[src/xpu_pkg.sv]
////////////////////////////////////////////////////////////////////////////
// xpu shared types and constants
////////////////////////////////////////////////////////////////////////////

package xpu_pkg;

    // widths with a meaning of their own
    typedef logic [3:0]  reg_addr_t;
    typedef logic [31:0] reg_data_t;
    // tsf in microseconds, 802.11 timer width
    typedef logic [63:0] tsf_t;
    typedef logic [47:0] mac_addr_t;
    // frame control in 15:0, duration in 31:16
    typedef logic [31:0] fc_di_t;
    typedef logic [15:0] duration_t;
    typedef logic [15:0] byte_idx_t;
    // 1 means 2.4GHz
    typedef logic [3:0]  band_t;
    typedef logic [7:0]  channel_t;
    typedef logic [7:0]  delay_cnt_t;

    // register map
    localparam reg_addr_t REG_TSF_LO    = 4'd0;
    // bit 31 load trigger, 30:0 tsf high bits
    localparam reg_addr_t REG_TSF_HI    = 4'd1;
    localparam reg_addr_t REG_BAND_CHAN = 4'd2;
    localparam reg_addr_t REG_MAC_LO    = 4'd3;
    localparam reg_addr_t REG_MAC_HI    = 4'd4;
    localparam reg_addr_t REG_TX_DELAY  = 4'd5;
    localparam reg_addr_t REG_MUTE      = 4'd6;

    // mac header byte positions in the rx stream
    localparam byte_idx_t FC_FIRST_BYTE    = 16'd0;
    localparam byte_idx_t FC_LAST_BYTE     = 16'd3;
    localparam byte_idx_t ADDR1_FIRST_BYTE = 16'd4;
    localparam byte_idx_t ADDR1_LAST_BYTE  = 16'd9;

endpackage
[src/xpu_top.sv]
////////////////////////////////////////////////////////////////////////////
// xpu low mac top
////////////////////////////////////////////////////////////////////////////

module xpu_top #(
    parameter int unsigned CLK_PER_US = 100
) (
    input  logic               clk,
    input  logic               reset_i,
    input  logic               reg_wr_i,
    input  xpu_pkg::reg_addr_t reg_addr_i,
    input  xpu_pkg::reg_data_t reg_wdata_i,
    input  logic               pkt_header_valid_i,
    input  logic               pkt_header_valid_strobe_i,
    input  logic               byte_in_strobe_i,
    input  logic [7:0]         byte_in_i,
    input  xpu_pkg::byte_idx_t byte_count_i,
    input  logic               fcs_in_strobe_i,
    input  logic               fcs_ok_i,
    input  logic               phy_tx_started_i,
    input  logic               phy_tx_done_i,
    output xpu_pkg::band_t     band_o,
    output xpu_pkg::channel_t  channel_o,
    output xpu_pkg::mac_addr_t mac_addr_o,
    output xpu_pkg::tsf_t      tsf_runtime_val_o,
    output logic               tsf_pulse_1m_o,
    output xpu_pkg::fc_di_t    fc_di_o,
    output logic               fc_di_valid_o,
    output xpu_pkg::mac_addr_t addr1_o,
    output logic               addr1_valid_o,
    output logic               nav_busy_o,
    output logic               tx_bb_is_ongoing_o,
    output logic               tx_rf_is_ongoing_o,
    output logic               mute_adc_o
);
    import xpu_pkg::*;

    delay_cnt_t bb_rf_delay;
    logic [3:0] rf_end_ext;
    logic       mute_ovr_en;
    logic       mute_ovr_val;
    logic       tsf_load;
    tsf_t       tsf_load_val;
    logic       addr1_is_self;
    // good header and good fcs strobes
    logic       sig_valid;
    logic       fcs_valid;

    assign sig_valid = pkt_header_valid_strobe_i & pkt_header_valid_i;
    assign fcs_valid = fcs_in_strobe_i & fcs_ok_i;

    xpu_cfg_regs xpu_cfg_regs_inst (
        .clk(clk), .reset_i(reset_i),
        .reg_wr_i(reg_wr_i), .reg_addr_i(reg_addr_i), .reg_wdata_i(reg_wdata_i),
        .band_o(band_o), .channel_o(channel_o), .mac_addr_o(mac_addr_o),
        .bb_rf_delay_o(bb_rf_delay), .rf_end_ext_o(rf_end_ext),
        .mute_ovr_en_o(mute_ovr_en), .mute_ovr_val_o(mute_ovr_val),
        .tsf_load_o(tsf_load), .tsf_load_val_o(tsf_load_val)
    );

    rx_header_parse rx_header_parse_inst (
        .clk(clk), .reset_i(reset_i), .sig_valid_i(sig_valid),
        .byte_in_strobe_i(byte_in_strobe_i), .byte_in_i(byte_in_i),
        .byte_count_i(byte_count_i), .mac_addr_i(mac_addr_o),
        .fc_di_o(fc_di_o), .fc_di_valid_o(fc_di_valid_o),
        .addr1_o(addr1_o), .addr1_valid_o(addr1_valid_o),
        .addr1_is_self_o(addr1_is_self)
    );

    tsf_timer #(.CLK_PER_US(CLK_PER_US)) tsf_timer_inst (
        .clk(clk), .reset_i(reset_i),
        .tsf_load_i(tsf_load), .tsf_load_val_i(tsf_load_val),
        .tsf_runtime_val_o(tsf_runtime_val_o), .tsf_pulse_1m_o(tsf_pulse_1m_o)
    );

    nav_timer nav_timer_inst (
        .clk(clk), .reset_i(reset_i), .sig_valid_i(sig_valid),
        .fc_di_i(fc_di_o), .addr1_valid_i(addr1_valid_o),
        .addr1_is_self_i(addr1_is_self), .fcs_valid_i(fcs_valid),
        .tsf_pulse_1m_i(tsf_pulse_1m_o), .nav_busy_o(nav_busy_o)
    );

    tx_rf_track tx_rf_track_inst (
        .clk(clk), .reset_i(reset_i),
        .phy_tx_started_i(phy_tx_started_i), .phy_tx_done_i(phy_tx_done_i),
        .bb_rf_delay_i(bb_rf_delay), .rf_end_ext_i(rf_end_ext),
        .mute_ovr_en_i(mute_ovr_en), .mute_ovr_val_i(mute_ovr_val),
        .tx_bb_is_ongoing_o(tx_bb_is_ongoing_o),
        .tx_rf_is_ongoing_o(tx_rf_is_ongoing_o), .mute_adc_o(mute_adc_o)
    );

endmodule

[src/tx_rf_track.sv]
////////////////////////////////////////////////////////////////////////////
// tx baseband and rf window tracking
////////////////////////////////////////////////////////////////////////////

module tx_rf_track (
    input  logic                clk,
    input  logic                reset_i,
    input  logic                phy_tx_started_i,
    input  logic                phy_tx_done_i,
    input  xpu_pkg::delay_cnt_t bb_rf_delay_i,
    input  logic [3:0]          rf_end_ext_i,
    input  logic                mute_ovr_en_i,
    input  logic                mute_ovr_val_i,
    output logic                tx_bb_is_ongoing_o,
    output logic                tx_rf_is_ongoing_o,
    output logic                mute_adc_o
);

    typedef enum logic [1:0] {IDLE, RF_WAIT, ON_AIR, RF_TAIL} tx_state_t;

    tx_state_t  state_q;
    // tail can reach 15 + 255 cycles
    logic [8:0] cnt_q;
    logic [8:0] tail_len;

    assign tail_len = {5'd0, rf_end_ext_i} + {1'b0, bb_rf_delay_i};

    // baseband window follows the phy strobes by one cycle
    always_ff @(posedge clk) begin
        if (reset_i) begin
            tx_bb_is_ongoing_o <= 1'b0;
        end else if (phy_tx_started_i) begin
            tx_bb_is_ongoing_o <= 1'b1;
        end else if (phy_tx_done_i) begin
            tx_bb_is_ongoing_o <= 1'b0;
        end
    end

    always_ff @(posedge clk) begin
        if (reset_i) begin
            state_q <= IDLE;
            cnt_q   <= '0;
        end else begin
            case (state_q)
                IDLE: if (phy_tx_started_i) begin
                    state_q <= (bb_rf_delay_i == '0) ? ON_AIR : RF_WAIT;
                    cnt_q   <= {1'b0, bb_rf_delay_i} - 9'd1;
                end
                RF_WAIT: if (phy_tx_done_i) begin
                    // very short tx goes straight to the tail
                    state_q <= RF_TAIL;
                    cnt_q   <= tail_len;
                end else if (cnt_q == '0) begin
                    state_q <= ON_AIR;
                end else begin
                    cnt_q <= cnt_q - 9'd1;
                end
                ON_AIR: if (phy_tx_done_i) begin
                    state_q <= (tail_len == '0) ? IDLE : RF_TAIL;
                    cnt_q   <= tail_len - 9'd1;
                end
                RF_TAIL: if (phy_tx_started_i) begin
                    // back to back tx keeps rf on
                    state_q <= ON_AIR;
                end else if (cnt_q == '0) begin
                    state_q <= IDLE;
                end else begin
                    cnt_q <= cnt_q - 9'd1;
                end
                default: state_q <= IDLE;
            endcase
        end
    end

    assign tx_rf_is_ongoing_o = (state_q == ON_AIR) || (state_q == RF_TAIL);

    // own rx muted while on air unless software overrides
    assign mute_adc_o = mute_ovr_en_i ? mute_ovr_val_i : tx_rf_is_ongoing_o;

endmodule

[src/nav_timer.sv]
////////////////////////////////////////////////////////////////////////////
// nav countdown
////////////////////////////////////////////////////////////////////////////

module nav_timer (
    input  logic            clk,
    input  logic            reset_i,
    input  logic            sig_valid_i,
    input  xpu_pkg::fc_di_t fc_di_i,
    input  logic            addr1_valid_i,
    input  logic            addr1_is_self_i,
    input  logic            fcs_valid_i,
    input  logic            tsf_pulse_1m_i,
    output logic            nav_busy_o
);
    import xpu_pkg::*;

    duration_t duration;
    duration_t nav_q;
    // addr1 seen for this frame and not ours
    logic      foreign_q;
    logic      nav_load;

    assign duration = fc_di_i[31:16];

    // bit 15 set means an aid or reserved value, not a duration
    assign nav_load = fcs_valid_i && foreign_q && !duration[15];

    always_ff @(posedge clk) begin
        if (reset_i || sig_valid_i || fcs_valid_i) begin
            foreign_q <= 1'b0;
        end else if (addr1_valid_i) begin
            foreign_q <= !addr1_is_self_i;
        end
    end

    always_ff @(posedge clk) begin
        if (reset_i) begin
            nav_q <= '0;
        end else if (nav_load) begin
            // nav only ever extends
            if (duration > nav_q) begin
                nav_q <= duration;
            end
        end else if (tsf_pulse_1m_i && (nav_q != '0)) begin
            nav_q <= nav_q - 16'd1;
        end
    end

    assign nav_busy_o = (nav_q != '0);

endmodule

[src/tsf_timer.sv]
////////////////////////////////////////////////////////////////////////////
// tsf timer
////////////////////////////////////////////////////////////////////////////

module tsf_timer #(
    parameter int unsigned CLK_PER_US = 100
) (
    input  logic          clk,
    input  logic          reset_i,
    input  logic          tsf_load_i,
    input  xpu_pkg::tsf_t tsf_load_val_i,
    output xpu_pkg::tsf_t tsf_runtime_val_o,
    output logic          tsf_pulse_1m_o
);

    // prescaler wide enough for CLK_PER_US - 1
    localparam int unsigned PRESC_W = $clog2(CLK_PER_US + 1);
    localparam logic [PRESC_W-1:0] PRESC_TOP = PRESC_W'(CLK_PER_US - 1);

    logic [PRESC_W-1:0] presc_q;

    always_ff @(posedge clk) begin
        if (reset_i) begin
            presc_q           <= '0;
            tsf_runtime_val_o <= '0;
            tsf_pulse_1m_o    <= 1'b0;
        end else if (tsf_load_i) begin
            // load restarts the microsecond
            presc_q           <= '0;
            tsf_runtime_val_o <= tsf_load_val_i;
            tsf_pulse_1m_o    <= 1'b0;
        end else if (presc_q == PRESC_TOP) begin
            // pulse and tick together on the wrap
            presc_q           <= '0;
            tsf_runtime_val_o <= tsf_runtime_val_o + 64'd1;
            tsf_pulse_1m_o    <= 1'b1;
        end else begin
            presc_q        <= presc_q + PRESC_W'(1);
            tsf_pulse_1m_o <= 1'b0;
        end
    end

endmodule

[src/rx_header_parse.sv]
////////////////////////////////////////////////////////////////////////////
// rx mac header parser
////////////////////////////////////////////////////////////////////////////

module rx_header_parse (
    input  logic               clk,
    input  logic               reset_i,
    input  logic               sig_valid_i,
    input  logic               byte_in_strobe_i,
    input  logic [7:0]         byte_in_i,
    input  xpu_pkg::byte_idx_t byte_count_i,
    input  xpu_pkg::mac_addr_t mac_addr_i,
    output xpu_pkg::fc_di_t    fc_di_o,
    output logic               fc_di_valid_o,
    output xpu_pkg::mac_addr_t addr1_o,
    output logic               addr1_valid_o,
    output logic               addr1_is_self_o
);
    import xpu_pkg::*;

    // byte position relative to the start of each field
    byte_idx_t fc_off;
    byte_idx_t addr1_off;
    logic      in_fc;
    logic      in_addr1;

    // offsets wrap below the first byte, so one compare covers the range
    assign fc_off    = byte_count_i - FC_FIRST_BYTE;
    assign addr1_off = byte_count_i - ADDR1_FIRST_BYTE;
    assign in_fc     = byte_in_strobe_i && (fc_off <= (FC_LAST_BYTE - FC_FIRST_BYTE));
    assign in_addr1  = byte_in_strobe_i &&
                       (addr1_off <= (ADDR1_LAST_BYTE - ADDR1_FIRST_BYTE));

    always_ff @(posedge clk) begin
        // a new header starts a clean capture
        if (reset_i || sig_valid_i) begin
            fc_di_o       <= '0;
            fc_di_valid_o <= 1'b0;
            addr1_o       <= '0;
            addr1_valid_o <= 1'b0;
        end else begin
            // valids pulse one cycle after the last byte of a field
            fc_di_valid_o <= byte_in_strobe_i && (byte_count_i == FC_LAST_BYTE);
            addr1_valid_o <= byte_in_strobe_i && (byte_count_i == ADDR1_LAST_BYTE);
            // little endian so the first byte lands in bits 7:0
            if (in_fc) begin
                fc_di_o[{fc_off[1:0], 3'b000} +: 8] <= byte_in_i;
            end
            if (in_addr1) begin
                addr1_o[{addr1_off[2:0], 3'b000} +: 8] <= byte_in_i;
            end
        end
    end

    // own address match holds meaning while addr1_valid_o is high
    assign addr1_is_self_o = (addr1_o == mac_addr_i);

endmodule

[src/xpu_cfg_regs.sv]
////////////////////////////////////////////////////////////////////////////
// xpu configuration registers
////////////////////////////////////////////////////////////////////////////

module xpu_cfg_regs (
    input  logic                clk,
    input  logic                reset_i,
    input  logic                reg_wr_i,
    input  xpu_pkg::reg_addr_t  reg_addr_i,
    input  xpu_pkg::reg_data_t  reg_wdata_i,
    output xpu_pkg::band_t      band_o,
    output xpu_pkg::channel_t   channel_o,
    output xpu_pkg::mac_addr_t  mac_addr_o,
    output xpu_pkg::delay_cnt_t bb_rf_delay_o,
    output logic [3:0]          rf_end_ext_o,
    output logic                mute_ovr_en_o,
    output logic                mute_ovr_val_o,
    output logic                tsf_load_o,
    output xpu_pkg::tsf_t       tsf_load_val_o
);
    import xpu_pkg::*;

    // stored register fields
    reg_data_t   tsf_lo_q;
    reg_data_t   tsf_hi_q;
    band_t       band_q;
    channel_t    channel_q;
    reg_data_t   mac_lo_q;
    logic [15:0] mac_hi_q;
    delay_cnt_t  bb_rf_delay_q;
    logic [3:0]  rf_end_ext_q;
    logic        mute_en_q;
    logic        mute_val_q;
    logic        tsf_load_q;
    logic        tsf_hi_wr;

    assign tsf_hi_wr = reg_wr_i && (reg_addr_i == REG_TSF_HI);

    always_ff @(posedge clk) begin
        if (reset_i) begin
            tsf_lo_q      <= '0;
            tsf_hi_q      <= '0;
            band_q        <= '0;
            channel_q     <= '0;
            mac_lo_q      <= '0;
            mac_hi_q      <= '0;
            bb_rf_delay_q <= '0;
            rf_end_ext_q  <= '0;
            mute_en_q     <= 1'b0;
            mute_val_q    <= 1'b0;
            tsf_load_q    <= 1'b0;
        end else begin
            // load only on a 0 -> 1 change of the trigger bit
            tsf_load_q <= tsf_hi_wr && reg_wdata_i[31] && !tsf_hi_q[31];
            if (reg_wr_i) begin
                case (reg_addr_i)
                    REG_TSF_LO: tsf_lo_q <= reg_wdata_i;
                    REG_TSF_HI: tsf_hi_q <= reg_wdata_i;
                    REG_BAND_CHAN: begin
                        band_q    <= reg_wdata_i[19:16];
                        channel_q <= reg_wdata_i[7:0];
                    end
                    REG_MAC_LO: mac_lo_q <= reg_wdata_i;
                    REG_MAC_HI: mac_hi_q <= reg_wdata_i[15:0];
                    REG_TX_DELAY: begin
                        bb_rf_delay_q <= reg_wdata_i[7:0];
                        rf_end_ext_q  <= reg_wdata_i[11:8];
                    end
                    REG_MUTE: begin
                        mute_en_q  <= reg_wdata_i[0];
                        mute_val_q <= reg_wdata_i[31];
                    end
                    // unmapped addresses are ignored
                    default: ;
                endcase
            end
        end
    end

    // field decode
    assign band_o         = band_q;
    assign channel_o      = channel_q;
    assign mac_addr_o     = {mac_hi_q, mac_lo_q};
    assign bb_rf_delay_o  = bb_rf_delay_q;
    assign rf_end_ext_o   = rf_end_ext_q;
    assign mute_ovr_en_o  = mute_en_q;
    assign mute_ovr_val_o = mute_val_q;
    assign tsf_load_o     = tsf_load_q;
    // trigger bit is not part of the value
    assign tsf_load_val_o = {1'b0, tsf_hi_q[30:0], tsf_lo_q};

endmodule

[config.mk]
export PLATFORM = sky130hd
export DESIGN_NAME = xpu_top
export DESIGN_NICKNAME = d
export VERILOG_FILES = /design/src/xpu_pkg.sv /design/src/xpu_top.sv /design/src/tx_rf_track.sv /design/src/nav_timer.sv /design/src/tsf_timer.sv /design/src/rx_header_parse.sv /design/src/xpu_cfg_regs.sv
export SDC_FILE = /design/constraint.sdc
export NUM_CORES = 1
export LEC_CHECK = 0
export ABC_AREA = 1
export ABC_CLOCK_PERIOD_IN_PS = 3700
export BUFFER_PORTS_ARGS = -buffer_cell sky130_fd_sc_hd__buf_2
export CORE_MARGIN = 3
export CORE_UTILIZATION = 43
export DETAILED_ROUTE_END_ITERATION = 10
export GPL_TIMING_DRIVEN = 1
export SLEW_MARGIN = 20
export SYNTH_ARGS = -nofsm -noshare
export SYNTH_HDL_FRONTEND = slang
export SYNTH_HIERARCHICAL = 1
export SYNTH_SLANG_ARGS = --single-unit
[constraint.sdc]
create_clock -name clk -period 3.7 [get_ports clk]
set_input_delay 0.185 -clock clk [delete_from_list [all_inputs] [get_ports clk]]
set_output_delay 0.185 -clock clk [all_outputs]
set_load 0.05 [all_outputs]
# Word-level counts from Yosys, hierarchy flattened
# Index checks and enable logic that the tools add are counted.
[totals]
reg_bits = 322
input_bits = 70
out_inout_bits = 211
word_cells = 125
[op_classes]
n_addsub = 10
order_cmp = 3
n_eq_ne = 19
n_shift = 4
mux = 26
bitwise = 2
reduce_logical = 37
[ops]
columns = ["op", "n"]
rows = [
  ["$mux W63", 2],
  ["$add A64 B1 Y64 const B", 1],
  ["$bwmux W48", 1],
  ["$eq A48 B48 Y1", 1],
  ["$mux W16", 3],
  ["$shift A8 B8 Y48 const A", 1],
  ["$shiftx A8 B8 Y48", 1],
  ["$mux W9", 5],
  ["$pmux W9 S4", 1],
  ["$bwmux W32", 1],
  ["$shift A8 B7 Y32 const A", 1],
  ["$shiftx A8 B7 Y32", 1],
  ["$logic_not A9 Y1", 2],
  ["$sub A9 B1 Y9 const B", 2],
  ["$eq A16 B2 Y1 const B", 1],
  ["$eq A16 B4 Y1 const B", 1],
  ["$gt A16 B16 Y1", 1],
  ["$le A16 B2 Y1 const B", 1],
  ["$le A16 B3 Y1 const B", 1],
  ["$mux W2", 8],
  ["$reduce_and A2 Y1", 8],
  ["$reduce_bool A16 Y1", 1],
  ["$sub A16 B1 Y16 const B", 1],
  ["$sub A16 B3 Y16 const B", 1],
  ["27 further kinds", 54],
]

# Depth between registers and ports, before layout
# Gate-level depths: netlist of run 1.
[logic_depth]
ltp_word = 5
mapped_depth = 16
mapped_depth_nobuf = 15

# Cells and area by module
# The synthesis of run 1 kept the hierarchy.
[by_module_without_submodules]
columns = ["mod", "n_inst", "cells_per_inst", "area_each_um2", "seq_area_each_um2"]
rows = [
  ["xpu_cfg_regs", 1, 860, 5876.9, 2782.7],
  ["tsf_timer", 1, 839, 5218.8, 1441.4],
  ["rx_header_parse", 1, 792, 5097.4, 1641.6],
  ["nav_timer", 1, 283, 1685.4, 340.3],
  ["tx_rf_track", 1, 278, 1635.3, 240.2],
  ["xpu_top", 1, 4, 15.0, 0.0],
]

# Worst setup path before layout of run 1
# OpenSTA, ideal clock, no wires.
[synth_timing]
kind = "input to register"
from = "input port byte_count_i[0]"
to = "register rx_header_parse_inst.addr1_o[7]"
setup_ns = 0.064
t_arrival_ns = 2.339
t_required_ns = 3.636
setup_slack_ns = 1.297
stages = 12
n_path_buf = 2
cell_sequence = "inv_1 -> buf_1 -> ha_1 -> ha_1 -> clkbuf_1 -> inv_1 -> nand3_1 -> nor2_1 -> nand3_1 -> nand2_1 -> inv_1 -> nor2_1"
[synth_via]
elab_chain_len = 4
elab_cells_between_ends = 7
cone_classes = "add/sub: 2; order compare: 1; shift: 2; mux: 1; reduce/logical: 1"
[synth_lines]
columns = ["item", "line_no", "text"]
rows = [
  ["start, declared", "xpu_top.sv:17", "input xpu_pkg::byte_idx_t byte_count_i,"],
  ["$sub A16 B3 Y16 (*)", "rx_header_parse.sv:29", "assign addr1_off = byte_count_i - ADDR1_FIRST_BYTE;"],
  ["$neg A6 Y8", "rx_header_parse.sv:50", "addr1_o[{addr1_off[2:0], 3'b000} +: 8] <= byte_in_i;"],
  ["$shiftx A8 B8 Y48 or $shift A8 B8 Y48 (tied branches)", "rx_header_parse.sv:50", ""],
  ["$bwmux W48", "rx_header_parse.sv:50", ""],
  ["end signal, assigned by index", "rx_header_parse.sv:50", ""],
  ["end, declared", "rx_header_parse.sv:15", "output xpu_pkg::mac_addr_t addr1_o,"],
]
# Mark *: on every way between the ends. The rest lies on a longest branch, timed or not.
# A chain may end at the register's enable or synchronous reset.

# Worst setup path in the final report of run 1
[layout_timing]
from = "input port byte_count_i[0]"
to = "register rx_header_parse_inst.addr1_o[2]"
# The elaborated chain is that of the path after synthesis.

==> results of run 1 <==
-- final cells by class --
class / instances / area (um^2) / share of cell area
Multi-Input combinational cell: 2210 / 10800 / 0.475
Inverter: 374 / 1410 / 0.0622
Timing Repair Buffer: 337 / 1940 / 0.0856
Clock buffer: 56 / 1190 / 0.0526
Sequential cell: 322 / 6450 / 0.284
Clock inverter: 17 / 176 / 0.00778
Tap cell: 592 / 741 / 0.0327
-- worst register-to-register path: stages (launching register included) --
cell	delay [ns]
dfxtp_1	0.40
inv_1	0.13
ha_1	0.31
nand2_1	0.05
nor2_1	0.16
nand4_1	0.11
nor2_1	0.11
nor2_1	0.05
nand2_1	0.75
nand3_1	0.15
nand2_1	0.12
nor2_1	0.05
-- final timing paths --
kind | startpoint | to | slack [ns] | depth (start not counted)
min reg2reg | xpu_cfg_regs_inst/tsf_hi_q[31] | xpu_cfg_regs_inst/tsf_load_o | 0.43 | 1
min | byte_in_i[2] | rx_header_parse_inst/fc_di_o[2] | 0.03 | 3
max | byte_count_i[0] | rx_header_parse_inst/addr1_o[2] | 0.88 | 11
max reg2reg | nav_timer_inst/nav_q[5] | nav_timer_inst/nav_q[12] | 1.21 | 11
-- repair_timing --
action,in CTS,in global routing
buffers inserted,0,0
hold buffers,39,0
hold endpoints to repair,41,0
-- stage by stage --
stage | hold slack (ns) | power (uW) | setup slack, ns | area (um^2) | util
after global routing | 0.0435 | 9600 | 0.543 | 22700 | 0.509
final | 0.0322 | 9180 | 0.885 | 22700 | 0.509
after floorplan | 0.254 | 4820 | 1.30 | 19500 | -
after CTS | 0.00373 | 9270 | 0.953 | 22700 | 0.509
after detailed placement | 0.415 | 5160 | 0.394 | 20900 | 0.470
after global placement | 0.403 | 5150 | 0.524 | 20900 | 0.470
-- metal layers --
metal	up-vias	share of wire	GRT usage	wire (um)
met5	-	0	0	0
met4	0	0.032	0.0875	2200
met3	115	0.061	0.0400	4180
met2	670	0.47	0.482	32700
met1	9325	0.43	0.359	29800
li1	10100	-	-	-
-- placed cells by master, fill, tap and decap left out, types with 41 or more instances in the layout --
master and instances:
nand2_1 791, nand3_1 260, dfxtp_1 321, nor2_1 548
nand4_1 96, clkbuf_16 41, buf_2 280, o21ai_0 87
inv_1 351, a21oi_1 83
-- Yosys cell counts, types with 25 or more instances --
cell type	count	share of area
xor2_1	39	0.017
buf_4	54	0.021
ha_1	36	0.023
xnor2_1	27	0.012
dfxtp_1	322	0.33
nand2_1	791	0.15
nand3_1	260	0.067
nor2_2	25	0.0080
nor2_1	549	0.11
nand4_1	96	0.031
inv_1	352	0.068
a21oi_1	83	0.021
clkbuf_1	33	0.0063
buf_2	28	0.0072
o21ai_0	87	0.022
-- power by group through the flow --
stage | Sequential, uW | Combinational (uW) | Clock, uW
3_5_place_dp | 3730 | 1430 | 0
2_1_floorplan | 3750 | 1080 | 0
3_3_place_gp | 3730 | 1420 | 0
5_1_grt | 3670 | 1640 | 4290
6_report | 3660 | 1470 | 4060
4_1_cts | 3650 | 1470 | 4150
-- flip-flops by register name, indices dropped and copies added (netlist names) --
register,cells
xpu_cfg_regs_inst/tsf_hi_q,32
xpu_cfg_regs_inst/band_o,4
tx_rf_track_inst/tx_bb_is_ongoing_o,1
xpu_cfg_regs_inst/channel_o,8
nav_timer_inst/nav_q,16
xpu_cfg_regs_inst/tsf_load_o,1
nav_timer_inst/foreign_q,1
tx_rf_track_inst/cnt_q,9
rx_header_parse_inst/addr1_o,48
rx_header_parse_inst/fc_di_valid_o,1
tsf_timer_inst/tsf_runtime_val_o,64
xpu_cfg_regs_inst/mac_lo_q,32
rx_header_parse_inst/fc_di_o,32
xpu_cfg_regs_inst/mac_hi_q,16
rx_header_parse_inst/addr1_valid_o,1
tsf_timer_inst/presc_q,7
xpu_cfg_regs_inst/rf_end_ext_o,4
xpu_cfg_regs_inst/mute_ovr_val_o,1
xpu_cfg_regs_inst/tsf_lo_q,32
xpu_cfg_regs_inst/bb_rf_delay_o,8
xpu_cfg_regs_inst/mute_ovr_en_o,1
tx_rf_track_inst/state_q,2
tsf_timer_inst/tsf_pulse_1m_o,1
-- kinds of logic after synthesis --
family                   Yosys count
AND/OR/NAND/NOR                 1848
buffers and inverters            524
flip-flops                       322
AO/OA/AOI/OAI                    258
XOR/XNOR                          66
adder cells (fa/ha/maj)           37
other                              1
==> impl_summary.log, run 1 <==
INFO  metric fillerInstances = 4662
INFO  metric globalRouteTotalUtil = 0.279
INFO  metric drc = 0
INFO  metric dieArea = 48000 um^2
INFO  metric num_antenna_cells = 0
INFO  metric numCtsBuffers = 40
INFO  metric cp_num_buf_inv = 4
INFO  metric cts_max_level = 2
INFO  metric timing_hold_violations_final = 0
INFO  metric layout_worst_path_cycle_share = 0.761
INFO  metric timing.slew.headroom = 0.302
INFO  metric synthesized_instance_count = 3056
INFO  metric fp-row-count = 77
INFO  metric vdd.ir_drop.worst = 0.398 mV
INFO  metric floorplan.initialDensity = 0.439
INFO  metric cts_num_sinks = 322
INFO  metric edff_count_synth = 0
INFO  metric synth-adder-area-share = 0.0241
INFO  metric cellInternalPower = 6500 uW
INFO  metric clkTransAtPathRegs = 0.06 ns
INFO  metric chipWidth = 219 um
INFO  metric clock-skew-final = 0.0180 ns
INFO  metric synthesized_area_per_cell = 6.39 um^2
INFO  metric detailedRoute.firstIterationViolations = 1741
INFO  metric fin_max_slew_vios = 0
INFO  metric cts.repair.resized = 0
INFO  metric fp.coreArea = 44500 um^2
INFO  metric setup_repair_after_global_routing_missed_its_margin = false
INFO  metric period_minus_slack = 2.82 ns
INFO  metric grt_pass1_vias = 18800
INFO  metric globalRoute.totalOverflow = 0
INFO  metric clk_latency = 0.56 ns
INFO  metric grt_pass1_wl = 106000 um
INFO  metric io_buffers = 280
INFO  metric cpPeakStageDelay = 0.55 ns
INFO  metric largest_net_degree_at_the_start_of_global_routing = 96
INFO  metric timing.critical_path.max_delay_family = simple AND/OR/NAND/NOR gates
INFO  metric antenna_found_initial = 0
INFO  metric critical_path.most_common_cell = inv_1
INFO  metric hold_path_class = input port to flip-flop
INFO  metric p_switching = 2690 uW
INFO  metric hpwl = 52300 um
INFO  metric dp_cell_count = 3796
INFO  metric synthMuxAreaShare = 0
INFO  metric synth_seq_area_share = 0.330
INFO  metric detail_route.wirelength = 68900 um
INFO  metric detail_route.vias_per_cell = 5.17
INFO  metric synthesis.nets = 3163
INFO  metric cts_tree = yes
INFO  metric syn-cell-area = 19500 um^2
INFO  metric synth_compound_area_frac = 0.0757
INFO  metric ff_latch_count_synth = 322
INFO  metric crit_arrival = 3.31 ns
INFO  metric comb_power_share = 0.160
INFO  metric cp_data_required_time = 4.20 ns
INFO  metric ioPinCount = 281
INFO  metric worstMarginPinSlew = 1.04 ns
INFO  metric tns = 0 ns
INFO  metric drt.antenna.violating_nets = 0
INFO  metric p_sw_frac = 0.292
INFO  metric run_status = finished, final reports clean
INFO  metric ys_dominant_reg_cell = dfxtp_1
INFO  metric layout-drive-gt1-share = 0.151
INFO  metric crit_path_max_fanout = 18
INFO  metric nature_of_the_critical_path_startpoint = input port
INFO  metric synth_top_family_by_area = simple AND/OR/NAND/NOR gates
INFO  metric power_per_cell_area = 405 nW/um^2
INFO  metric floorplan.die.height = 219 um
INFO  metric cp_cell_sequence = buf_2 > inv_1 > ha_1 > ha_1 > inv_1 > nand3_1 > nor2_1 > nand3_1 > nand2_1 > inv_1 > nor2_1
INFO  metric flow.area_growth_from_synthesis = 16.1%
INFO  metric p_leak = 0.0107 uW
INFO  metric max_freq = 355 MHz
INFO  metric cts.root.buffer_cell = clkbuf_16
INFO  metric report.final.setup_viol = 0
INFO  metric yosysUniqueCellTypes = 56
INFO  metric drt_first_pass_iters = 8
INFO  metric post_layout_nonfiller_instances = 3908
INFO  metric type_of_destination_of_the_critical_path = flip-flop
INFO  metric final_nets = 3392
INFO  metric power_frac_seq = 0.398
INFO  metric synthesis.yosys.warnings = 6
INFO  metric synth_simple_gate_area_share = 0.421
INFO  metric cap_violations = 0
INFO  metric cts_max_path_buffers = 3
INFO  metric routed_length_per_placed_instance = 17.6 um
INFO  metric setup_crit_path_kind = input port to flip-flop
INFO  metric synthXorXnorAreaFrac = 0.0296
INFO  metric pwr-share-clk = 0.442
INFO  metric asyncSetResetFlopFracSynth = 0
INFO  metric place_congestion = 0.971
INFO  metric route.vias.total = 20200
INFO  metric crit_slowest_cell = ha_1
Note: power is estimated with default switching activity, not from simulation.
==> inputs of run 2 (changes only) <==
--- a/config.mk
+++ b/config.mk
@@ -6,7 +6,7 @@
 export NUM_CORES = 1
 export LEC_CHECK = 0
 export ABC_AREA = 1
-export ABC_CLOCK_PERIOD_IN_PS = 3700
+export ABC_CLOCK_PERIOD_IN_PS = 2930
 export BUFFER_PORTS_ARGS = -buffer_cell sky130_fd_sc_hd__buf_2
 export CORE_MARGIN = 3
 export CORE_UTILIZATION = 43
==> constraint.sdc (replaced) <==
create_clock -name clk -period 2.93 [get_ports clk]
set_input_delay 0.1465 -clock clk [delete_from_list [all_inputs] [get_ports clk]]
set_output_delay 0.1465 -clock clk [all_outputs]
set_load 0.05 [all_outputs]
==> impl_summary.log, run 2 (same netlist as run 1, synthesis figures left out) <==
INFO  metric drt.antenna.violating_nets = 0
INFO  metric final_nets = 3418
INFO  metric detail_route.wirelength = 69300 um
INFO  metric detailedRoute.firstIterationViolations = 1838
INFO  metric routed_length_per_placed_instance = 17.6 um
INFO  metric worstHoldStart = byte_count_i[15]
INFO  metric globalRouteTotalUtil = 0.281
INFO  metric floorplan.die.height = 219 um
INFO  metric clk_latency = 0.56 ns
INFO  metric timing.critical_path.max_delay_family = simple AND/OR/NAND/NOR gates
INFO  metric layout_worst_path_cycle_share = 0.833
INFO  metric crit_path_max_fanout = 3
INFO  metric timing.slew.headroom = 0.342
INFO  metric vdd.ir_drop.worst = 0.390 mV
INFO  metric type_of_destination_of_the_critical_path = flip-flop
INFO  metric grt_pass1_vias = 18800
INFO  metric drc = 0
INFO  metric destination_of_the_worst_hold_path = rx_header_parse_inst/addr1_valid_o
INFO  metric largest_registers = tsf_timer_inst/tsf_runtime_val_o (64), rx_header_parse_inst/addr1_o (48)
INFO  metric final_critical_path_setup_slack = 0.489 ns
INFO  metric globalRoute.totalOverflow = 0
INFO  metric clkTransAtPathRegs = 0.06 ns
INFO  metric post-route-util = 0.514
INFO  metric mostFrequentLayoutCell = nand2_1
INFO  metric r2r_end = nav_timer_inst/foreign_q
INFO  metric place_congestion = 1.00
INFO  metric hold_path_class = input port to flip-flop
INFO  metric drt_first_pass_iters = 5
INFO  metric largest_net_degree_at_the_start_of_global_routing = 110
INFO  metric cts_max_path_buffers = 3
INFO  metric fp.coreArea = 44500 um^2
INFO  metric cts.repair.resized = 0
INFO  metric nature_of_the_critical_path_startpoint = flip-flop
INFO  metric numCtsBuffers = 39
INFO  metric power_per_cell_area = 509 nW/um^2
INFO  metric setup_crit_path_kind = flip-flop to flip-flop
INFO  metric timing_hold_violations_final = 0
INFO  metric r2r_setup_slack = 0.49 ns
INFO  metric worstMarginPinSlew = 0.983 ns
INFO  metric crit_arrival = 2.89 ns
INFO  metric num_antenna_cells = 0
INFO  metric tns = 0 ns
INFO  metric cts_num_sinks = 322
INFO  metric fin_max_slew_vios = 0
INFO  metric chipWidth = 219 um
INFO  metric power = 11700 uW
INFO  metric ioPinCount = 281
INFO  metric layout-drive-gt1-share = 0.154
INFO  metric antenna_found_initial = 0
INFO  metric clock-skew-final = 0.0168 ns
INFO  metric cp_cell_sequence = xnor2_1 > nand3_1 > nor4_1 > nand3_1 > nor2_1 > nand2_1 > o21ai_0 > nor4_1 > dlygate4sd3_1
INFO  metric layout.cells.most_common_list = 791 x nand2_1, 548 x nor2_1, 351 x inv_1, 321 x dfxtp_1, 280 x buf_2
INFO  metric cts.root.buffer_cell = clkbuf_16
INFO  metric cap_violations = 0
INFO  metric grt_pass1_wl = 106000 um
INFO  metric worst_hold_slack = 0.0326 ns
INFO  metric cp_num_buf_inv = 1
INFO  metric crit_slowest_cell = nor4_1
INFO  metric hold_depth = 6
INFO  metric max_freq = 410 MHz
INFO  metric cpPeakStageDelay = 0.58 ns
INFO  metric cp_data_required_time = 3.37 ns
INFO  metric detail_route.vias_per_cell = 5.17
INFO  metric period_minus_slack = 2.44 ns
INFO  metric hpwl = 52600 um
INFO  metric cts_tree = yes
INFO  metric r2r-start = rx_header_parse_inst/addr1_o[21]
INFO  metric floorplan.initialDensity = 0.439
INFO  metric cts_max_level = 2
INFO  metric setup_repair_after_global_routing_missed_its_margin = false
INFO  metric detailedPlace.worstSlack = 0.357 ns
INFO  metric p_leak = 0.0108 uW
INFO  metric flow.area_growth_from_synthesis = 17.2%
INFO  metric post-cts-setup-buffers = 0
INFO  metric run_status = finished, final reports clean
INFO  metric largest_reg_flops = 64
INFO  metric report.final.setup_viol = 0
INFO  metric io_buffers = 280
INFO  metric dieArea = 48000 um^2
INFO  metric fp-row-count = 77
INFO  metric r2r_cells = 9
INFO  metric largest-register = tsf_timer_inst/tsf_runtime_val_o
INFO  metric route.vias.total = 20300
run 2: what timing repair did:
action,4_1_cts,5_1_grt
hold endpoints to repair,59,0
hold buffers,49,0
setup endpoints to repair,0,0
run 2: cell type report:
cell class | instances | area (um^2)
tap | 592 | 741
fill | 4629 | 21600
inverter | 374 | 1410
sequential | 322 | 6450
timing repair buffer | 364 | 2170
clock buffer | 57 | 1160
multi-input combinational | 2210 | 10800
clock inverter | 15 | 196
run 2: routing by layer:
layer | share of wire | GRT usage | vias to the layer above | wire length [um]
met5 | 0 | 0 | - | 0
met4 | 0.039 | 0.105 | 0 | 2690
met3 | 0.066 | 0.0411 | 142 | 4580
met2 | 0.47 | 0.476 | 717 | 32300
met1 | 0.43 | 0.363 | 9315 | 29700
li1 | - | - | 10100 | -
run 2: how the worst max path moves through the flow:
| stage | from | to | slack [ns] | cells past startpoint |
|---|---|---|---|---|
| after CTS | xpu_cfg_regs_inst/mac_lo_q[30] | nav_timer_inst/foreign_q | 0.45 | 9 |
| after floorplan | byte_count_i[0] | rx_header_parse_inst/addr1_o[7] | 0.57 | 12 |
| after global routing | tx_rf_track_inst/state_q[1] | tx_rf_track_inst/cnt_q[8] | 0.26 | 14 |
| after global placement | byte_count_i[0] | rx_header_parse_inst/addr1_o[0] | 0.49 | 11 |
| final | rx_header_parse_inst/addr1_o[21] | nav_timer_inst/foreign_q | 0.49 | 9 |
| after detailed placement | byte_count_i[0] | rx_header_parse_inst/addr1_o[0] | 0.36 | 11 |
run 2: power breakdown:
part,internal [uW],leakage [uW],switching (uW),total (uW)
Sequential,4490,0.00260,132,4620
Clock,3120,0.000672,2030,5150
Combinational,635,0.00755,1250,1890
Total,8240,0.0108,3410,11700
run 2: stage by stage:
| stage | instances | cell area, um^2 |
|---|---|---|
| finish | 3934 | 22900 |
| global route | 3934 | 22900 |
| CTS | 3934 | 22900 |
| detailed placement | 3813 | 21000 |
| global placement | 3813 | 21000 |
| floorplan | 3056 | 19500 |
run 2: worst register-to-register path, delay by kind of cell, from the launching register on:
kind	cells	cell delay [ns]
and+or+nand+nor	6	1.16
buffers and inverters	1	0.55
DFF	1	0.41
xor gates and xnor gates	1	0.14
AOI/OAI and AO/OA	1	0.07
==> inputs of run 3 (changes only) <==
--- a/config.mk
+++ b/config.mk
@@ -5,8 +5,8 @@
 export SDC_FILE = /design/constraint.sdc
 export NUM_CORES = 1
 export LEC_CHECK = 0
-export ABC_AREA = 1
-export ABC_CLOCK_PERIOD_IN_PS = 2930
+export ABC_AREA = 0
+export ABC_CLOCK_PERIOD_IN_PS = 2500
 export BUFFER_PORTS_ARGS = -buffer_cell sky130_fd_sc_hd__buf_2
 export CORE_MARGIN = 3
 export CORE_UTILIZATION = 43
==> constraint.sdc (replaced) <==
create_clock -name clk -period 2.5 [get_ports clk]
set_input_delay 0.125 -clock clk [delete_from_list [all_inputs] [get_ports clk]]
set_output_delay 0.125 -clock clk [all_outputs]
set_load 0.05 [all_outputs]
==> impl_summary.log, run 3 <==
INFO  metric p_switching = 3350 uW
INFO  metric clock-skew-final = 0.0246 ns
INFO  metric crit_arrival = 2.98 ns
INFO  metric cap_violations = 0
INFO  metric crit_slowest_cell = or4_4
INFO  metric globalRoute.totalOverflow = 0
INFO  metric p_leak = 0.00935 uW
INFO  metric cts_tree = yes
INFO  metric final_critical_path_setup_slack = -0.0368 ns
INFO  metric synth_top_area_share = 0.370
INFO  metric grt_pass1_vias = 16000
INFO  metric synthXorXnorAreaFrac = 0.0458
INFO  metric drc = 0
INFO  metric clk_latency = 0.55 ns
INFO  metric vdd.ir_drop.worst = 0.417 mV
INFO  metric synth_seq_area_share = 0.370
INFO  metric cts.root.buffer_cell = clkbuf_16
INFO  metric floorplan.initialDensity = 0.436
INFO  metric ff_latch_count_synth = 322
INFO  metric ioPinCount = 281
INFO  metric cts_num_sinks = 322
INFO  metric cp_data_required_time = 2.95 ns
INFO  metric drt.antenna.violating_nets = 0
INFO  metric power_frac_seq = 0.434
INFO  metric cp_num_buf_inv = 3
INFO  metric synth_compound_area_frac = 0.138
INFO  metric floorplan.die.height = 207 um
INFO  metric hpwl = 46400 um
INFO  metric synthesis.nets = 2087
INFO  metric tns = -0.0805 ns
INFO  metric place_congestion = 0.920
INFO  metric power = 12300 uW
INFO  metric timing_hold_violations_final = 0
INFO  metric synthMuxAreaShare = 0.0931
INFO  metric synth_simple_gate_area_share = 0.264
INFO  metric asyncSetResetFlopFracSynth = 0
INFO  metric fp-row-count = 73
INFO  metric most_common_library_cells_after_synthesis = 322 x dfxtp_1, 178 x nand2b_1, 162 x mux2i_1, 139 x nor2_1, 126 x nand2_1
INFO  metric hold_path_class = input port to flip-flop
INFO  metric edff_count_synth = 0
INFO  metric antenna_found_initial = 2
INFO  metric routed_length_per_placed_instance = 22.1 um
INFO  metric synth.area.top_cells = dfxtp_1 37%, mux2i_1 9.3%, nand2b_1 6.4%, nor2_1 3.0%, xor2_1 3.0%
INFO  metric drt_first_pass_iters = 6
INFO  metric cpPeakStageDelay = 0.52 ns
INFO  metric failed_checks = setup timing
INFO  metric synth_top_family_by_area = simple AND/OR/NAND/NOR gates
INFO  metric most_repeated_cell_in_the_gate_level_netlist_after_synthesis = dfxtp_1
INFO  metric period_minus_slack = 2.54 ns
INFO  metric layout.cells.most_common_list = 280 x buf_2, 271 x dfxtp_1, 178 x nand2b_1, 162 x mux2i_1, 139 x nor2_1
INFO  metric setup_repair_after_global_routing_missed_its_margin = true
INFO  metric io_buffers = 280
INFO  metric synthesized_area_per_cell = 8.80 um^2
INFO  metric max_freq = 394 MHz
INFO  metric setup_crit_path_kind = flip-flop to flip-flop
INFO  metric cellInternalPower = 8930 uW
INFO  metric critical_path.most_common_cell = or4_4
INFO  metric chipWidth = 207 um
INFO  metric crit_path_max_fanout = 11
INFO  metric ys_dominant_reg_cell = dfxtp_1
INFO  metric timing.critical_path.max_delay_family = simple AND/OR/NAND/NOR gates
INFO  metric cts_max_path_buffers = 3
INFO  metric type_of_destination_of_the_critical_path = flip-flop
INFO  metric layout_worst_path_cycle_share = 1.01
INFO  metric grt_pass1_wl = 94800 um
INFO  metric comb_power_share = 0.125
INFO  metric detail_route.wirelength = 63300 um
INFO  metric layout-drive-gt1-share = 0.260
INFO  metric detail_route.vias_per_cell = 5.79
INFO  metric largest-register = tsf_timer_inst/tsf_runtime_val_o
INFO  metric cts_max_level = 2
INFO  metric report.final.setup_viol = 3
INFO  metric synth_largest_area_cell = dfxtp_1
INFO  metric nature_of_the_critical_path_startpoint = flip-flop
INFO  metric fin_max_slew_vios = 0
INFO  metric pwr-share-clk = 0.441
INFO  metric clkTransAtPathRegs = 0.06 ns
INFO  metric cp_cell_sequence = ha_4 > nor4b_4 > buf_4 > buf_6 > nand4_1 > or4_4 > buf_12 > or4_4 > a311oi_2
INFO  metric p_sw_frac = 0.273
INFO  metric synth-adder-area-share = 0.0270
INFO  metric flow.area_growth_from_synthesis = 23.3%
INFO  metric run_status = finished with violations
INFO  metric globalRouteTotalUtil = 0.278
INFO  metric yosysUniqueCellTypes = 105
INFO  metric synthesized_instance_count = 1980
INFO  metric synthesis.yosys.warnings = 6
INFO  metric mostFrequentLayoutCell = buf_2
INFO  metric final_nets = 2418
INFO  metric detailedRoute.firstIterationViolations = 1399
INFO  metric syn-cell-area = 17400 um^2
INFO  metric largest_reg_flops = 64
INFO  metric fp.coreArea = 39900 um^2
INFO  metric route.vias.total = 16600
INFO  metric power_per_cell_area = 572 nW/um^2
INFO  metric timing.slew.headroom = 0.513
INFO  metric largest_net_degree_at_the_start_of_global_routing = 81
INFO  metric numCtsBuffers = 38
INFO  metric dieArea = 43000 um^2
INFO  metric fillerInstances = 3712
INFO  metric worstMarginPinSlew = 0.730 ns
INFO  metric largest_registers = tsf_timer_inst/tsf_runtime_val_o (64), rx_header_parse_inst/addr1_o (48)
## run 3: area by class of cell
type / instances / area (um^2) / share of cell area
Antenna cell: 1 / 2.50 / 0.000117
Clock buffer: 54 / 1090 / 0.0509
Clock inverter: 13 / 104 / 0.00484
Inverter: 50 / 189 / 0.00880
Multi-Input combinational cell: 1458 / 10100 / 0.470
Sequential cell: 322 / 6580 / 0.306
Tap cell: 525 / 657 / 0.0306
Timing Repair Buffer: 441 / 2760 / 0.129
## run 3: final timing paths
| path | start | endpoint | slack (ns) | depth (start not counted) |
|---|---|---|---|---|
| max | tsf_timer_inst/presc_q[0] | tsf_timer_inst/tsf_runtime_val_o[51] | -0.04 | 9 |
| min | reg_wdata_i[21] | xpu_cfg_regs_inst/tsf_hi_q[21] | 0.03 | 3 |
| max reg2reg | tsf_timer_inst/presc_q[0] | tsf_timer_inst/tsf_runtime_val_o[51] | -0.04 | 9 |
| min reg2reg | xpu_cfg_regs_inst/tsf_hi_q[31] | xpu_cfg_regs_inst/tsf_load_o | 0.43 | 1 |
## run 3: metrics by stage
stage	hold slack (ns)	cell area [um^2]	cells	util	worst slack, ns
6_report	0.0312	21500	2864	0.538	-0.0368
3_5_place_dp	0.404	19700	2753	0.492	-0.151
4_1_cts	0.0108	21200	2856	0.532	-0.0235
3_3_place_gp	0.390	19700	2753	0.492	-0.0668
5_1_grt	0.0481	21500	2864	0.538	-0.110
2_1_floorplan	0.202	17600	1980	-	-0.0541
## run 3: timing repair
action,CTS,global route
cloned,1,1
resized for setup,12,33
pin swaps,12,19
hold buffers,28,0
hold endpoints to repair,81,0
setup buffers,7,7
endpoints found under the setup margin,23,36
## run 3: layer usage
layer / track usage / share of wire
met1: 0.371 / 0.42
met4: 0.0918 / 0.032
met2: 0.457 / 0.46
met5: 0 / 0
met3: 0.0485 / 0.078
## run 3: cells by family (layout without fill, tap and decap cells)
logic type                 count (synthesis)  in the layout
and+or+nand+nor                          816            817
adders and majority gates                 37             37
buffers and inverters                    201            558
DFF                                      322            322
other                                      1              2
xor gates and xnor gates                  91             91
muxes                                    162            162
AOI/OAI and AO/OA                        350            350
## run 3: tightest hold or removal path, cell delays in order
cell,delay (ns)
buf_2,0.07
nand2b_1,0.16
mux2i_1,0.17
## run 3: power groups by stage
| stage | Clock [uW] | Combinational [uW] | Sequential (uW) |
|---|---|---|---|
| floorplan | 0 | 990 | 5480 |
| global placement | 0 | 1430 | 5440 |
| detailed placement | 0 | 1450 | 5440 |
| CTS | 5530 | 1500 | 5330 |
| global route | 5690 | 1650 | 5350 |
| finish | 5420 | 1530 | 5330 |
